[config.mk]
export PLATFORM = sky130hd
export DESIGN_NAME = dmix_core
export DESIGN_NICKNAME = d
export VERILOG_FILES = /design/src/logic/dmix_pkg.sv /design/src/logic/dmix_core.sv /design/src/logic/i2s_dac_drv.sv /design/src/logic/polyphase_lane.sv
export SDC_FILE = /design/constraint.sdc
export NUM_CORES = 2
export LEC_CHECK = 0
export BUFFER_PORTS_ARGS = -buffer_cell sky130_fd_sc_hd__clkbuf_2
export CELL_PAD_IN_SITES_DETAIL_PLACEMENT = 0
export CELL_PAD_IN_SITES_GLOBAL_PLACEMENT = 1
export CORE_MARGIN = 2
export CORE_UTILIZATION = 53
export DETAILED_ROUTE_END_ITERATION = 6
export GPL_TIMING_DRIVEN = 0
export PLACE_DENSITY = 0.81
export SKIP_LAST_GASP = 1
export SYNTH_ARGS = -nofsm -noshare
export SYNTH_HDL_FRONTEND = slang
export SYNTH_SLANG_ARGS = --single-unit
[constraint.sdc]
create_clock -name clk491520 -period 22.6 [get_ports clk491520]
set_input_delay 6.78 -clock clk491520 [delete_from_list [all_inputs] [get_ports clk491520]]
set_output_delay 6.78 -clock clk491520 [all_outputs]
set_load 0.01 [all_outputs]
[src/logic/dmix_pkg.sv]
// Mixer playback core shared widths, serial frame timing, FIR table and PCM types
package dmix_pkg;

    // Sample and coefficient formats
    localparam int SAMPLE_W  = 24;
    localparam int COEF_W    = 18;
    localparam int COEF_FRAC = 16;
    localparam int ACC_W     = 48;

    // Interpolator shape
    localparam int NUM_TAPS   = 8;
    localparam int NUM_PHASES = 2;
    localparam int TAP_W      = $clog2(NUM_TAPS);
    localparam int PHASE_W    = (NUM_PHASES > 1) ? $clog2(NUM_PHASES) : 1;

    // I2S frame timing in 49.152 MHz cycles
    localparam int CLKS_PER_BCK   = 4;
    localparam int SLOT_BITS      = 32;
    localparam int FRAME_BITS     = 2 * SLOT_BITS;
    localparam int CLKS_PER_FRAME = FRAME_BITS * CLKS_PER_BCK;
    localparam int BCK_DIV_W      = $clog2(CLKS_PER_BCK);
    localparam int FRAME_CNT_W    = $clog2(CLKS_PER_FRAME);

    // Zero bits after the sample word, one delay bit goes in front
    localparam int SLOT_PAD_W = SLOT_BITS - SAMPLE_W - 1;

    // Output clamp limits at accumulator width
    localparam logic signed [ACC_W-1:0] SAT_MAX =
        {{(ACC_W - SAMPLE_W + 1){1'b0}}, {(SAMPLE_W - 1){1'b1}}};
    localparam logic signed [ACC_W-1:0] SAT_MIN =
        {{(ACC_W - SAMPLE_W + 1){1'b1}}, {(SAMPLE_W - 1){1'b0}}};

    // Coefficients in Q2.16, 65536 is unity gain
    localparam logic signed [COEF_W-1:0] FIR_COEF [NUM_PHASES][NUM_TAPS] = '{
        // Phase 0 is a pure delay through tap 3
        '{
            18'sd0,
            18'sd0,
            18'sd0,
            18'sd65536,
            18'sd0,
            18'sd0,
            18'sd0,
            18'sd0
        },
        // Phase 1 half-band midpoint, taps sum to 65536
        '{
            -18'sd852,
            18'sd3473,
            -18'sd9372,
            18'sd39519,
            18'sd39519,
            -18'sd9372,
            18'sd3473,
            -18'sd852
        }
    };

    // One input channel, sample valid in the strobe cycle
    typedef struct packed {
        logic                       strobe;
        logic signed [SAMPLE_W-1:0] sample;
    } pcm_in_t;

    // One lane result, ack is a single-cycle pulse
    typedef struct packed {
        logic                       ack;
        logic signed [SAMPLE_W-1:0] sample;
    } pcm_out_t;

endpackage
[src/logic/dmix_core.sv]
// Mixer playback core: two interpolator lanes feeding one I2S DAC driver
`timescale 1ns/1ps

module dmix_core (
    input  logic              clk491520,
    input  logic              rst_ip,
    input  dmix_pkg::pcm_in_t left_i,
    input  dmix_pkg::pcm_in_t right_i,
    output logic              dac_bck_o,
    output logic              dac_lrck_o,
    output logic              dac_data_o
);

    // Bit 0 left lane, bit 1 right lane
    logic [1:0] pop;

    dmix_pkg::pcm_out_t lane_l_out;
    dmix_pkg::pcm_out_t lane_r_out;

    polyphase_lane lane_l (
        .clk491520 (clk491520),
        .rst_ip    (rst_ip),
        .pcm_i     (left_i),
        .pop_i     (pop[0]),
        .pcm_o     (lane_l_out)
    );

    polyphase_lane lane_r (
        .clk491520 (clk491520),
        .rst_ip    (rst_ip),
        .pcm_i     (right_i),
        .pop_i     (pop[1]),
        .pcm_o     (lane_r_out)
    );

    i2s_dac_drv dac0 (
        .clk491520 (clk491520),
        .rst_ip    (rst_ip),
        .pop_o     (pop),
        .left_i    (lane_l_out),
        .right_i   (lane_r_out),
        .bck_o     (dac_bck_o),
        .lrck_o    (dac_lrck_o),
        .data_o    (dac_data_o)
    );

endmodule

[src/logic/i2s_dac_drv.sv]
// I2S DAC driver: bit and word clocks, per-frame lane requests, MSB-first serial data
`timescale 1ns/1ps

module i2s_dac_drv (
    input  logic               clk491520,
    input  logic               rst_ip,
    output logic [1:0]         pop_o,
    input  dmix_pkg::pcm_out_t left_i,
    input  dmix_pkg::pcm_out_t right_i,
    output logic               bck_o,
    output logic               lrck_o,
    output logic               data_o
);

    // Frame position, one count per clock
    logic [dmix_pkg::FRAME_CNT_W-1:0] cnt_q;
    logic                             frame_end;
    logic                             bit_end;

    // Lane results waiting for the next frame
    logic [dmix_pkg::SAMPLE_W-1:0] hold_l_q;
    logic [dmix_pkg::SAMPLE_W-1:0] hold_r_q;

    // Both slots of the frame on the wire
    logic [dmix_pkg::FRAME_BITS-1:0] shift_q;

    assign frame_end = (cnt_q == dmix_pkg::FRAME_CNT_W'(dmix_pkg::CLKS_PER_FRAME - 1));
    assign bit_end   = (cnt_q[dmix_pkg::BCK_DIV_W-1:0] == '1);

    always_ff @(posedge clk491520) begin
        if (rst_ip) begin
            cnt_q <= '0;
        end else begin
            cnt_q <= cnt_q + 1'b1;
        end
    end

    // Both lanes are asked at count 0, from the first frame after reset on
    assign pop_o = {2{!rst_ip && (cnt_q == '0)}};

    always_ff @(posedge clk491520) begin
        if (rst_ip) begin
            hold_l_q <= '0;
            hold_r_q <= '0;
        end else begin
            if (left_i.ack) begin
                hold_l_q <= left_i.sample;
            end
            if (right_i.ack) begin
                hold_r_q <= right_i.sample;
            end
        end
    end

    // Load at the frame boundary, shift on each falling bit clock
    // Leading zero gives the one-bit I2S delay after the word clock edge
    always_ff @(posedge clk491520) begin
        if (rst_ip) begin
            shift_q <= '0;
        end else if (frame_end) begin
            shift_q <= {1'b0, hold_l_q, {dmix_pkg::SLOT_PAD_W{1'b0}},
                        1'b0, hold_r_q, {dmix_pkg::SLOT_PAD_W{1'b0}}};
        end else if (bit_end) begin
            shift_q <= {shift_q[dmix_pkg::FRAME_BITS-2:0], 1'b0};
        end
    end

    // Bit clock low for the first half period, falls on multiples of four
    assign bck_o  = cnt_q[dmix_pkg::BCK_DIV_W-1];
    // Left slot in the lower half of the frame
    assign lrck_o = cnt_q[dmix_pkg::FRAME_CNT_W-1];
    assign data_o = shift_q[dmix_pkg::FRAME_BITS-1];

endmodule

[src/logic/polyphase_lane.sv]
// Polyphase lane: 2x FIR interpolation of one PCM channel with a serial multiply-accumulate
`timescale 1ns/1ps

module polyphase_lane (
    input  logic               clk491520,
    input  logic               rst_ip,
    input  dmix_pkg::pcm_in_t  pcm_i,
    input  logic               pop_i,
    output dmix_pkg::pcm_out_t pcm_o
);

    typedef logic [dmix_pkg::NUM_TAPS-1:0][dmix_pkg::SAMPLE_W-1:0] hist_t;

    // Live history and phase
    hist_t                        hist_q;
    hist_t                        hist_base;
    logic [dmix_pkg::PHASE_W-1:0] phase_q;
    logic [dmix_pkg::PHASE_W-1:0] phase_base;
    logic [dmix_pkg::PHASE_W-1:0] phase_adv;

    // Snapshot taken at pop
    hist_t                        work_hist;
    logic [dmix_pkg::PHASE_W-1:0] work_phase;

    // MAC sequencing
    logic                       run_q;
    logic                       fin_q;
    logic [dmix_pkg::TAP_W-1:0] tap_q;

    // MAC datapath
    logic signed [dmix_pkg::COEF_W-1:0]   coef_cur;
    logic signed [dmix_pkg::SAMPLE_W-1:0] smp_cur;
    logic signed [dmix_pkg::ACC_W-1:0]    coef_ext;
    logic signed [dmix_pkg::ACC_W-1:0]    smp_ext;
    logic signed [dmix_pkg::ACC_W-1:0]    prod;
    logic signed [dmix_pkg::ACC_W-1:0]    acc_q;
    logic signed [dmix_pkg::ACC_W-1:0]    acc_shr;
    logic signed [dmix_pkg::SAMPLE_W-1:0] result;

    // A strobe in the pop cycle is applied before the snapshot
    always_comb begin
        hist_base  = hist_q;
        phase_base = phase_q;
        if (pcm_i.strobe) begin
            hist_base  = {hist_q[dmix_pkg::NUM_TAPS-2:0], pcm_i.sample};
            phase_base = '0;
        end
    end

    // Phase stops at the last polyphase branch until the next strobe
    assign phase_adv = (phase_base == dmix_pkg::PHASE_W'(dmix_pkg::NUM_PHASES - 1))
                     ? phase_base
                     : phase_base + 1'b1;

    always_ff @(posedge clk491520) begin
        if (rst_ip) begin
            hist_q  <= '0;
            phase_q <= '0;
        end else begin
            hist_q <= hist_base;
            if (pop_i) begin
                phase_q <= phase_adv;
            end else begin
                phase_q <= phase_base;
            end
        end
    end

    // Later strobes leave the running computation alone
    always_ff @(posedge clk491520) begin
        if (pop_i) begin
            work_hist  <= hist_base;
            work_phase <= phase_base;
        end
    end

    // Pop, then eight tap cycles, then one cycle to scale
    always_ff @(posedge clk491520) begin
        if (rst_ip) begin
            run_q <= 1'b0;
            fin_q <= 1'b0;
            tap_q <= '0;
        end else begin
            fin_q <= 1'b0;
            if (pop_i) begin
                run_q <= 1'b1;
                tap_q <= '0;
            end else if (run_q) begin
                tap_q <= tap_q + 1'b1;
                if (tap_q == dmix_pkg::TAP_W'(dmix_pkg::NUM_TAPS - 1)) begin
                    run_q <= 1'b0;
                    fin_q <= 1'b1;
                end
            end
        end
    end

    // Current tap product
    assign coef_cur = dmix_pkg::FIR_COEF[work_phase][tap_q];
    assign smp_cur  = work_hist[tap_q];
    assign coef_ext = {{(dmix_pkg::ACC_W - dmix_pkg::COEF_W){coef_cur[dmix_pkg::COEF_W-1]}},
                       coef_cur};
    assign smp_ext  = {{(dmix_pkg::ACC_W - dmix_pkg::SAMPLE_W){smp_cur[dmix_pkg::SAMPLE_W-1]}},
                       smp_cur};
    assign prod     = coef_ext * smp_ext;

    always_ff @(posedge clk491520) begin
        if (pop_i) begin
            acc_q <= '0;
        end else if (run_q) begin
            acc_q <= acc_q + prod;
        end
    end

    // Floor shift back to sample scale, then clamp
    assign acc_shr = acc_q >>> dmix_pkg::COEF_FRAC;

    always_comb begin
        if (acc_shr > dmix_pkg::SAT_MAX) begin
            result = dmix_pkg::SAT_MAX[dmix_pkg::SAMPLE_W-1:0];
        end else if (acc_shr < dmix_pkg::SAT_MIN) begin
            result = dmix_pkg::SAT_MIN[dmix_pkg::SAMPLE_W-1:0];
        end else begin
            result = acc_shr[dmix_pkg::SAMPLE_W-1:0];
        end
    end

    // Result and ack land 10 cycles after pop
    always_ff @(posedge clk491520) begin
        if (rst_ip) begin
            pcm_o <= '0;
        end else begin
            pcm_o.ack <= fin_q;
            if (fin_q) begin
                pcm_o.sample <= result;
            end
        end
    end

endmodule

# Word-level counts from Yosys, hierarchy flattened
# Index checks and enable logic that the tools add are counted.
[totals] input_bits=52 register_bits=1041 output_inout_bits=3
[op_classes] mul=2 eq_ne=4 magnitude_cmp=10 n_mux=38 n_reduce_logical=8 n_bitwise=6 addsub=7
[op_table] op="2-to-1 mux 144 bit" count=6
[op_table] op="2-to-1 mux 192 bit" count=2
[op_table] op="binary-select mux 24 bit (select 3 bit)" count=2
[op_table] op="2-to-1 mux 24 bit" count=6
[op_table] op="2-to-1 mux 63 bit" count=2
[op_table] op="binary-select mux 18 bit (select 3 bit)" count=2
[op_table] op="adder 48 x 42 -> 48 bit" count=2
[op_table] op="multiplier 18 x 24 -> 42 bit" count=2
[op_table] op="2-to-1 mux 18 bit" count=4
[op_table] op="greater-than comparator 32 x 24 -> 1 bit (second input constant)" count=2
[op_table] op="less-than comparator 32 x 24 -> 1 bit (second input constant)" count=2
[op_table] op="2-to-1 mux 1 bit" count=14
[op_table] op="adder 8 x 1 -> 8 bit (second input constant)" count=1
[op_table] op="== test 8 bit (second input constant)" count=1
[op_table] op=">= comparator 4 bit (second input constant)" count=2
[op_table] op="zero test 8 bit" count=1
[op_table] op="less-than comparator 3 x 4 -> 1 bit (second input constant)" count=2
[op_table] op="NOT 3 -> 4 bit" count=2
[op_table] op="adder 3 x 1 -> 3 bit (second input constant)" count=2
[op_table] op="== test 3 bit (second input constant)" count=2
[op_table] op="OR reduction 3 bit" count=2
[op_table] op=">= comparator 2 bit (second input constant)" count=2
[op_table] op="NOT 1 -> 2 bit" count=2
[op_table] op="OR reduction 2 bit" count=2
[op_table] op="6 further kinds" count=8

# Depth between registers and ports, before layout
[depth] word_depth=9 ltp_mapped=35

# Hierarchy
# A second synthesis with hierarchy kept.
[hier_totals] cells_unflattened=6657 hier_area_um2=73913.4
[modules_own_cells] mod="polyphase_lane at lane_l" cells_each=3073 instances=1 area_per_inst_um2=34737.1 seq_area_each_um2=11220.8
[modules_own_cells] mod="polyphase_lane at lane_r" cells_each=3068 instances=1 area_per_inst_um2=34583.2 seq_area_each_um2=11220.8
[modules_own_cells] mod="i2s_dac_drv" cells_each=516 instances=1 area_per_inst_um2=4593.2 seq_area_each_um2=2262.2

# Worst setup path before layout
# No wires, ideal clock.
[synth_path] path_type="input to register" start="in rst_ip" end="reg lane_l.work_hist[0] (netlist bit) (enable)" path_slack_ns=3.760 cell_stages=4 arrival_ns=17.939 required_ns=21.700 n_path_buf=2 path_cell_list="or2_2 > clkbuf_1 > clkinv_1 > clkbuf_1"
[synth_via] elab_chain_cells=2
[synth_lines] item="start: declaration" line_no="dmix_core.sv:6" source="input logic rst_ip,"
[synth_lines] item="zero test 1 bit" line_no="i2s_dac_drv.sv:39" source="assign pop_o = {2{!rst_ip && (cnt_q == '0)}};"
[synth_lines] item="logical AND 1 bit" line_no="i2s_dac_drv.sv:39"
[synth_lines] item="via lane_l.pop_i" line_no="polyphase_lane.sv:8" source="input logic pop_i,"
[synth_lines] item="end signal: assignment" line_no="polyphase_lane.sv:72" source="work_hist <= hist_base;"
[synth_lines] item="end: declaration" line_no="polyphase_lane.sv:22" source="hist_t work_hist;"
# The timed path passes the listed nets, and every way through them passes these cells.
# A chain may end at the register's enable or synchronous reset.

# Worst setup path after layout
[layout_path] start="reg lane_l.tap_q[0] (netlist bit)" end="reg lane_l.acc_q[41] (netlist bit)"
[layout_via] elab_chain_cells=6 elab_cells_between_ends=8 cone_classes="add/sub: 1; mul: 1; mux: 5; bitwise: 1"
[layout_lines] item="start: declaration" line_no="polyphase_lane.sv:28" source="logic [dmix_pkg::TAP_W-1:0] tap_q;"
[layout_lines] item="start signal: assignment" line_no="polyphase_lane.sv:89" source="tap_q <= tap_q + 1'b1;"
[layout_lines] item="NOT 3 -> 4 bit (not written as such)" line_no="polyphase_lane.sv:99" source="assign coef_cur = dmix_pkg::FIR_COEF[work_phase][tap_q];"
[layout_lines] item="binary-select mux 18 bit (select 3 bit)" line_no="polyphase_lane.sv:99"
[layout_lines] item="2-to-1 mux 18 bit (not written as such) (2 in a row)" line_no="polyphase_lane.sv:99"
[layout_lines] item="multiplier 18 x 24 -> 42 bit (*)" line_no="polyphase_lane.sv:105" source="assign prod = coef_ext * smp_ext;"
[layout_lines] item="adder 48 x 42 -> 48 bit (*)" line_no="polyphase_lane.sv:111" source="acc_q <= acc_q + prod;"
[layout_lines] item="end signal: assignment" line_no="polyphase_lane.sv:111"
[layout_lines] item="end: declaration" line_no="polyphase_lane.sv:36" source="logic signed [dmix_pkg::ACC_W-1:0] acc_q;"
# Every way passes the cells marked *; elsewhere a longest branch is shown, timed or not. The select of a mux whose other input is x is not followed.

==> impl_metrics.csv <==
group,metric,value,unit
worst_hold_path,hold_end,"dac0.cnt_q[0]$_SDFF_PP0_",
clock_tree,cts_tree,"built",
yosys,yosysUniqueCellTypes,80,
floorplan,io_pins,55,
setup_path,crit_path_max_fanout,10,
final_layout,final_util,58.2,%
clock_tree,clockBufferDepth,3,
floorplan,die_h,376,microns
detailed_routing,drt_iter0_drc,3579,
yosys,synth.net_count,7789,
setup_path,r2r_setup_slack,11.82,ns
yosys,syn-cell-area,73300,sq um
yosys,yosysSeqAreaShare,33.7,%
setup_path,crit_path_end_kind,"flip-flop",
placement,dp_hpwl,154,mm
setup_path,r2r-end,"lane_l.acc_q[41]$_SDFFE_PP0P_",
clock_tree,cts_buffers,108,
placement,dpl_worst_slack,11.90,ns
detailed_routing,antenna_left,0,
placement,gp_congestion,0.955,
timing,clock-skew-final,0.0819,ns
yosys,ys.flop_type,"dfxtp_1",
setup_path,r2r-start,"lane_l.tap_q[0]$_SDFFE_PP0P_",
global_routing,top_usage_layer,"met2",
timing,rsz0062_at_grt,"no",
floorplan,start_util,53.4,%
outcome,violations,"max-capacitance violations, max-slew violations",
global_routing,use_met1,41.0,%
timing,period_needed,10.78,ns
worst_hold_path,hold_depth,1,
setup_path,path_class,"reg -> reg",
clock_tree,holdBufCountCts,0,
setup_path,crit_path_start_kind,"flip-flop",
clock_tree,cts_sinks,1041,
worst_hold_path,hold_start,"dac0.cnt_q[0]$_SDFF_PP0_",
floorplan,core,137000,sq um
clock_tree,clock_latency,0.76,ns
final_layout,syn_to_final_growth,8.99,%
yosys,ys_warn_count,0,
clock_tree,post-cts-setup-buffers,0,
detailed_routing,num_vias,46500,
setup_path,critPathMostFrequentCell,"fa_1",
final_layout,nNetsFinal,7960,
global_routing,grtUsageTotal,28.1,%
worst_hold_path,hp-class,"reg -> reg",
setup_path,cp.arrival,11.38,ns
global_routing,grt_overflow,0,
yosys,syn_area_per_cell,11.3,sq um
final_layout,drive_gt1_share,12.7,%
yosys,synth_seq_cells,1041,
detailed_routing,drc,0,
timing,max_freq,92.8,MHz
timing,setup_viol,0,
yosys,synth_edf_count,386,
setup_path,critPathLaunch,"lane_l.tap_q[0]$_SDFFE_PP0P_",
global_routing,antenna_found_initial,2,
timing,worst_slack,11.82,ns
setup_path,required,23.20,ns
clock_tree,htreeDepth,3,
detailed_routing,drt_pre_antenna_iters,5,
timing,finalCritPeriodShare,47.7,%
timing,slew-limit-headroom,-4.02,%
clock_tree,cts_resized,0,
global_routing,globalRouteMet3Util,5.88,%
setup_path,r2r_cells,31,
timing,hold_viol_final,0,
timing,worst_slew_pin_slew,1.52,ns
floorplan,die_w,376,microns
global_routing,grt_max_degree,62,
yosys,syn_inst,6467,
detailed_routing,viasPerCell,5.45,
timing,slew_viol_final,11,
global_routing,grt_pass1_vias,49600,
detailed_routing,wl_per_cell,22.7,microns
placement,io_buffers,52,
global_routing,grt_pass1_wl,300,mm
floorplan,die-area,141000,sq um
global_routing,gr-usage-met2,42.9,%
detailed_routing,wl,194,mm
outcome,outcome,"finished with violations",
job,cap_violations,2,
yosys,synthArstFlopShare,0,%
floorplan,placementRows,136,
clock_tree,cts.clk_slew.worst_paths,0.06,ns
clock_tree,ctsRootBufferMaster,"clkbuf_16",
setup_path,crit_path_max_incr_delay,0.93,ns
setup_path,cpMaxStageDelayCell,"clkbuf_1",
[flip-flops by register name, summed over array words and instances (netlist names), 8 cells and up]
signal,cells
lane_l.work_hist,192
lane_l.pcm_o,25
dac0.shift_q,57
lane_r.pcm_o,25
lane_l.acc_q,48
lane_r.hist_q,192
dac0.cnt_q,8
lane_l.hist_q,192
dac0.hold_l_q,24
dac0.hold_r_q,24
lane_r.work_hist,192
lane_r.acc_q,48
[worst max-delay path by stage]
stage | endpoint | slack, ns | cells after the start
floorplan | lane_l.work_hist[0]$_DFFE_PP_ | 3.76 | 4
global placement | lane_l.work_hist[57]$_DFFE_PP_ | -1.94 | 5
detailed placement | lane_l.acc_q[47]$_SDFFE_PP0P_ | 11.90 | 35
CTS | lane_l.acc_q[47]$_SDFFE_PP0P_ | 11.85 | 35
global route | lane_l.acc_q[41]$_SDFFE_PP0P_ | 11.32 | 32
finish | lane_l.acc_q[41]$_SDFFE_PP0P_ | 11.82 | 31
[metrics by stage]
step | setup TNS, ns | instance area [sq um] | std cells | hold slack [ns]
4_1_cts | 0 | 79900 | 8523 | 0.475
5_1_grt | 0 | 79900 | 8524 | 0.492
6_report | 0 | 79900 | 8525 | 0.473
3_5_place_dp | 0 | 76000 | 8321 | 0.462
2_1_floorplan | 0 | 73300 | 6467 | 0.437
3_3_place_gp | -751.46 | 75800 | 8313 | 0.453
[area by class of cell]
class | instances | area, sq um
Sequential cell | 1041 | 24700
Buffer | 281 | 1110
Multi-Input combinational cell | 4039 | 43400
Inverter | 1106 | 4150
Antenna cell | 1 | 2.50
Clock inverter | 65 | 895
Clock buffer | 137 | 2960
Tap cell | 1794 | 2240
Fill cell | 11500 | 57400
Timing Repair Buffer | 61 | 467
[per-layer routing]
layer  share of wire, %  routed length (microns)
met1                 46                    89000
met2                 44                    85200
met3                7.5                    14600
met4                2.5                     4860
met5             0.0046                        9
[cell families (layout without fill, tap and decap cells)]
logic type,count (synthesis),count (layout),synth area share (%)
mux,721,721,12.2
compound gates,436,436,3.95
xor+xnor,97,97,1.16
other cells,0,1,0
fa+ha+maj,1270,1270,31.8
flops,1041,1041,33.7
simple gates,1515,1515,10.1
buf+inv,1387,1650,7.17
[cell usage after synthesis, types with 15 or more instances]
master	instances	area, sq um
nor2b_1	412	2580
nand2b_1	67	419
clkbuf_1	235	882
o21bai_1	15	113
a21oi_1	152	761
o21ai_0	52	260
mux2i_1	220	2200
nand3_1	30	150
xnor2_1	68	596
ha_1	282	3530
fa_1	988	19800
nor2_1	619	2320
and2_1	38	238
buf_1	18	67.6
dfxtp_1	655	13100
edfxtp_1	386	11600
nand4_1	20	125
mux2_2	405	4560
nor3_1	63	315
a31oi_1	15	93.8
buf_2	24	120
mux4_2	96	2160
or2_2	49	307
a211oi_1	58	435
a21o_1	43	323
nand2_1	180	676
inv_1	1103	4140
xor2_1	29	254
[critical path: cells and delay by family, from the launching register on]
kind	cells	cell delay (ns)
AND/OR/NAND/NOR	6	1.22
flip-flops	1	0.38
buffers and inverters	10	3.74
adder cells (fa/ha/maj)	9	3.99
AO/OA/AOI/OAI	6	1.33
[cells in the final DEF (no fill, tap or decap), types with 63 or more instances in the layout]
master and n:
nand2b_1 67, inv_1 1103, edfxtp_1 386, fa_1 988, nor2b_1 412, mux4_2 96, a21oi_1 151, mux2i_1 218
ha_1 282, nor3_1 63, xnor2_1 68, nor2_1 619, mux2_2 405, dfxtp_1 655, nand2_1 180, clkbuf_16 110
clkbuf_1 250
Power is left out: the tool's default activity adds up to more than one toggle a clock period on the data nets, which glitch-free logic cannot reach.
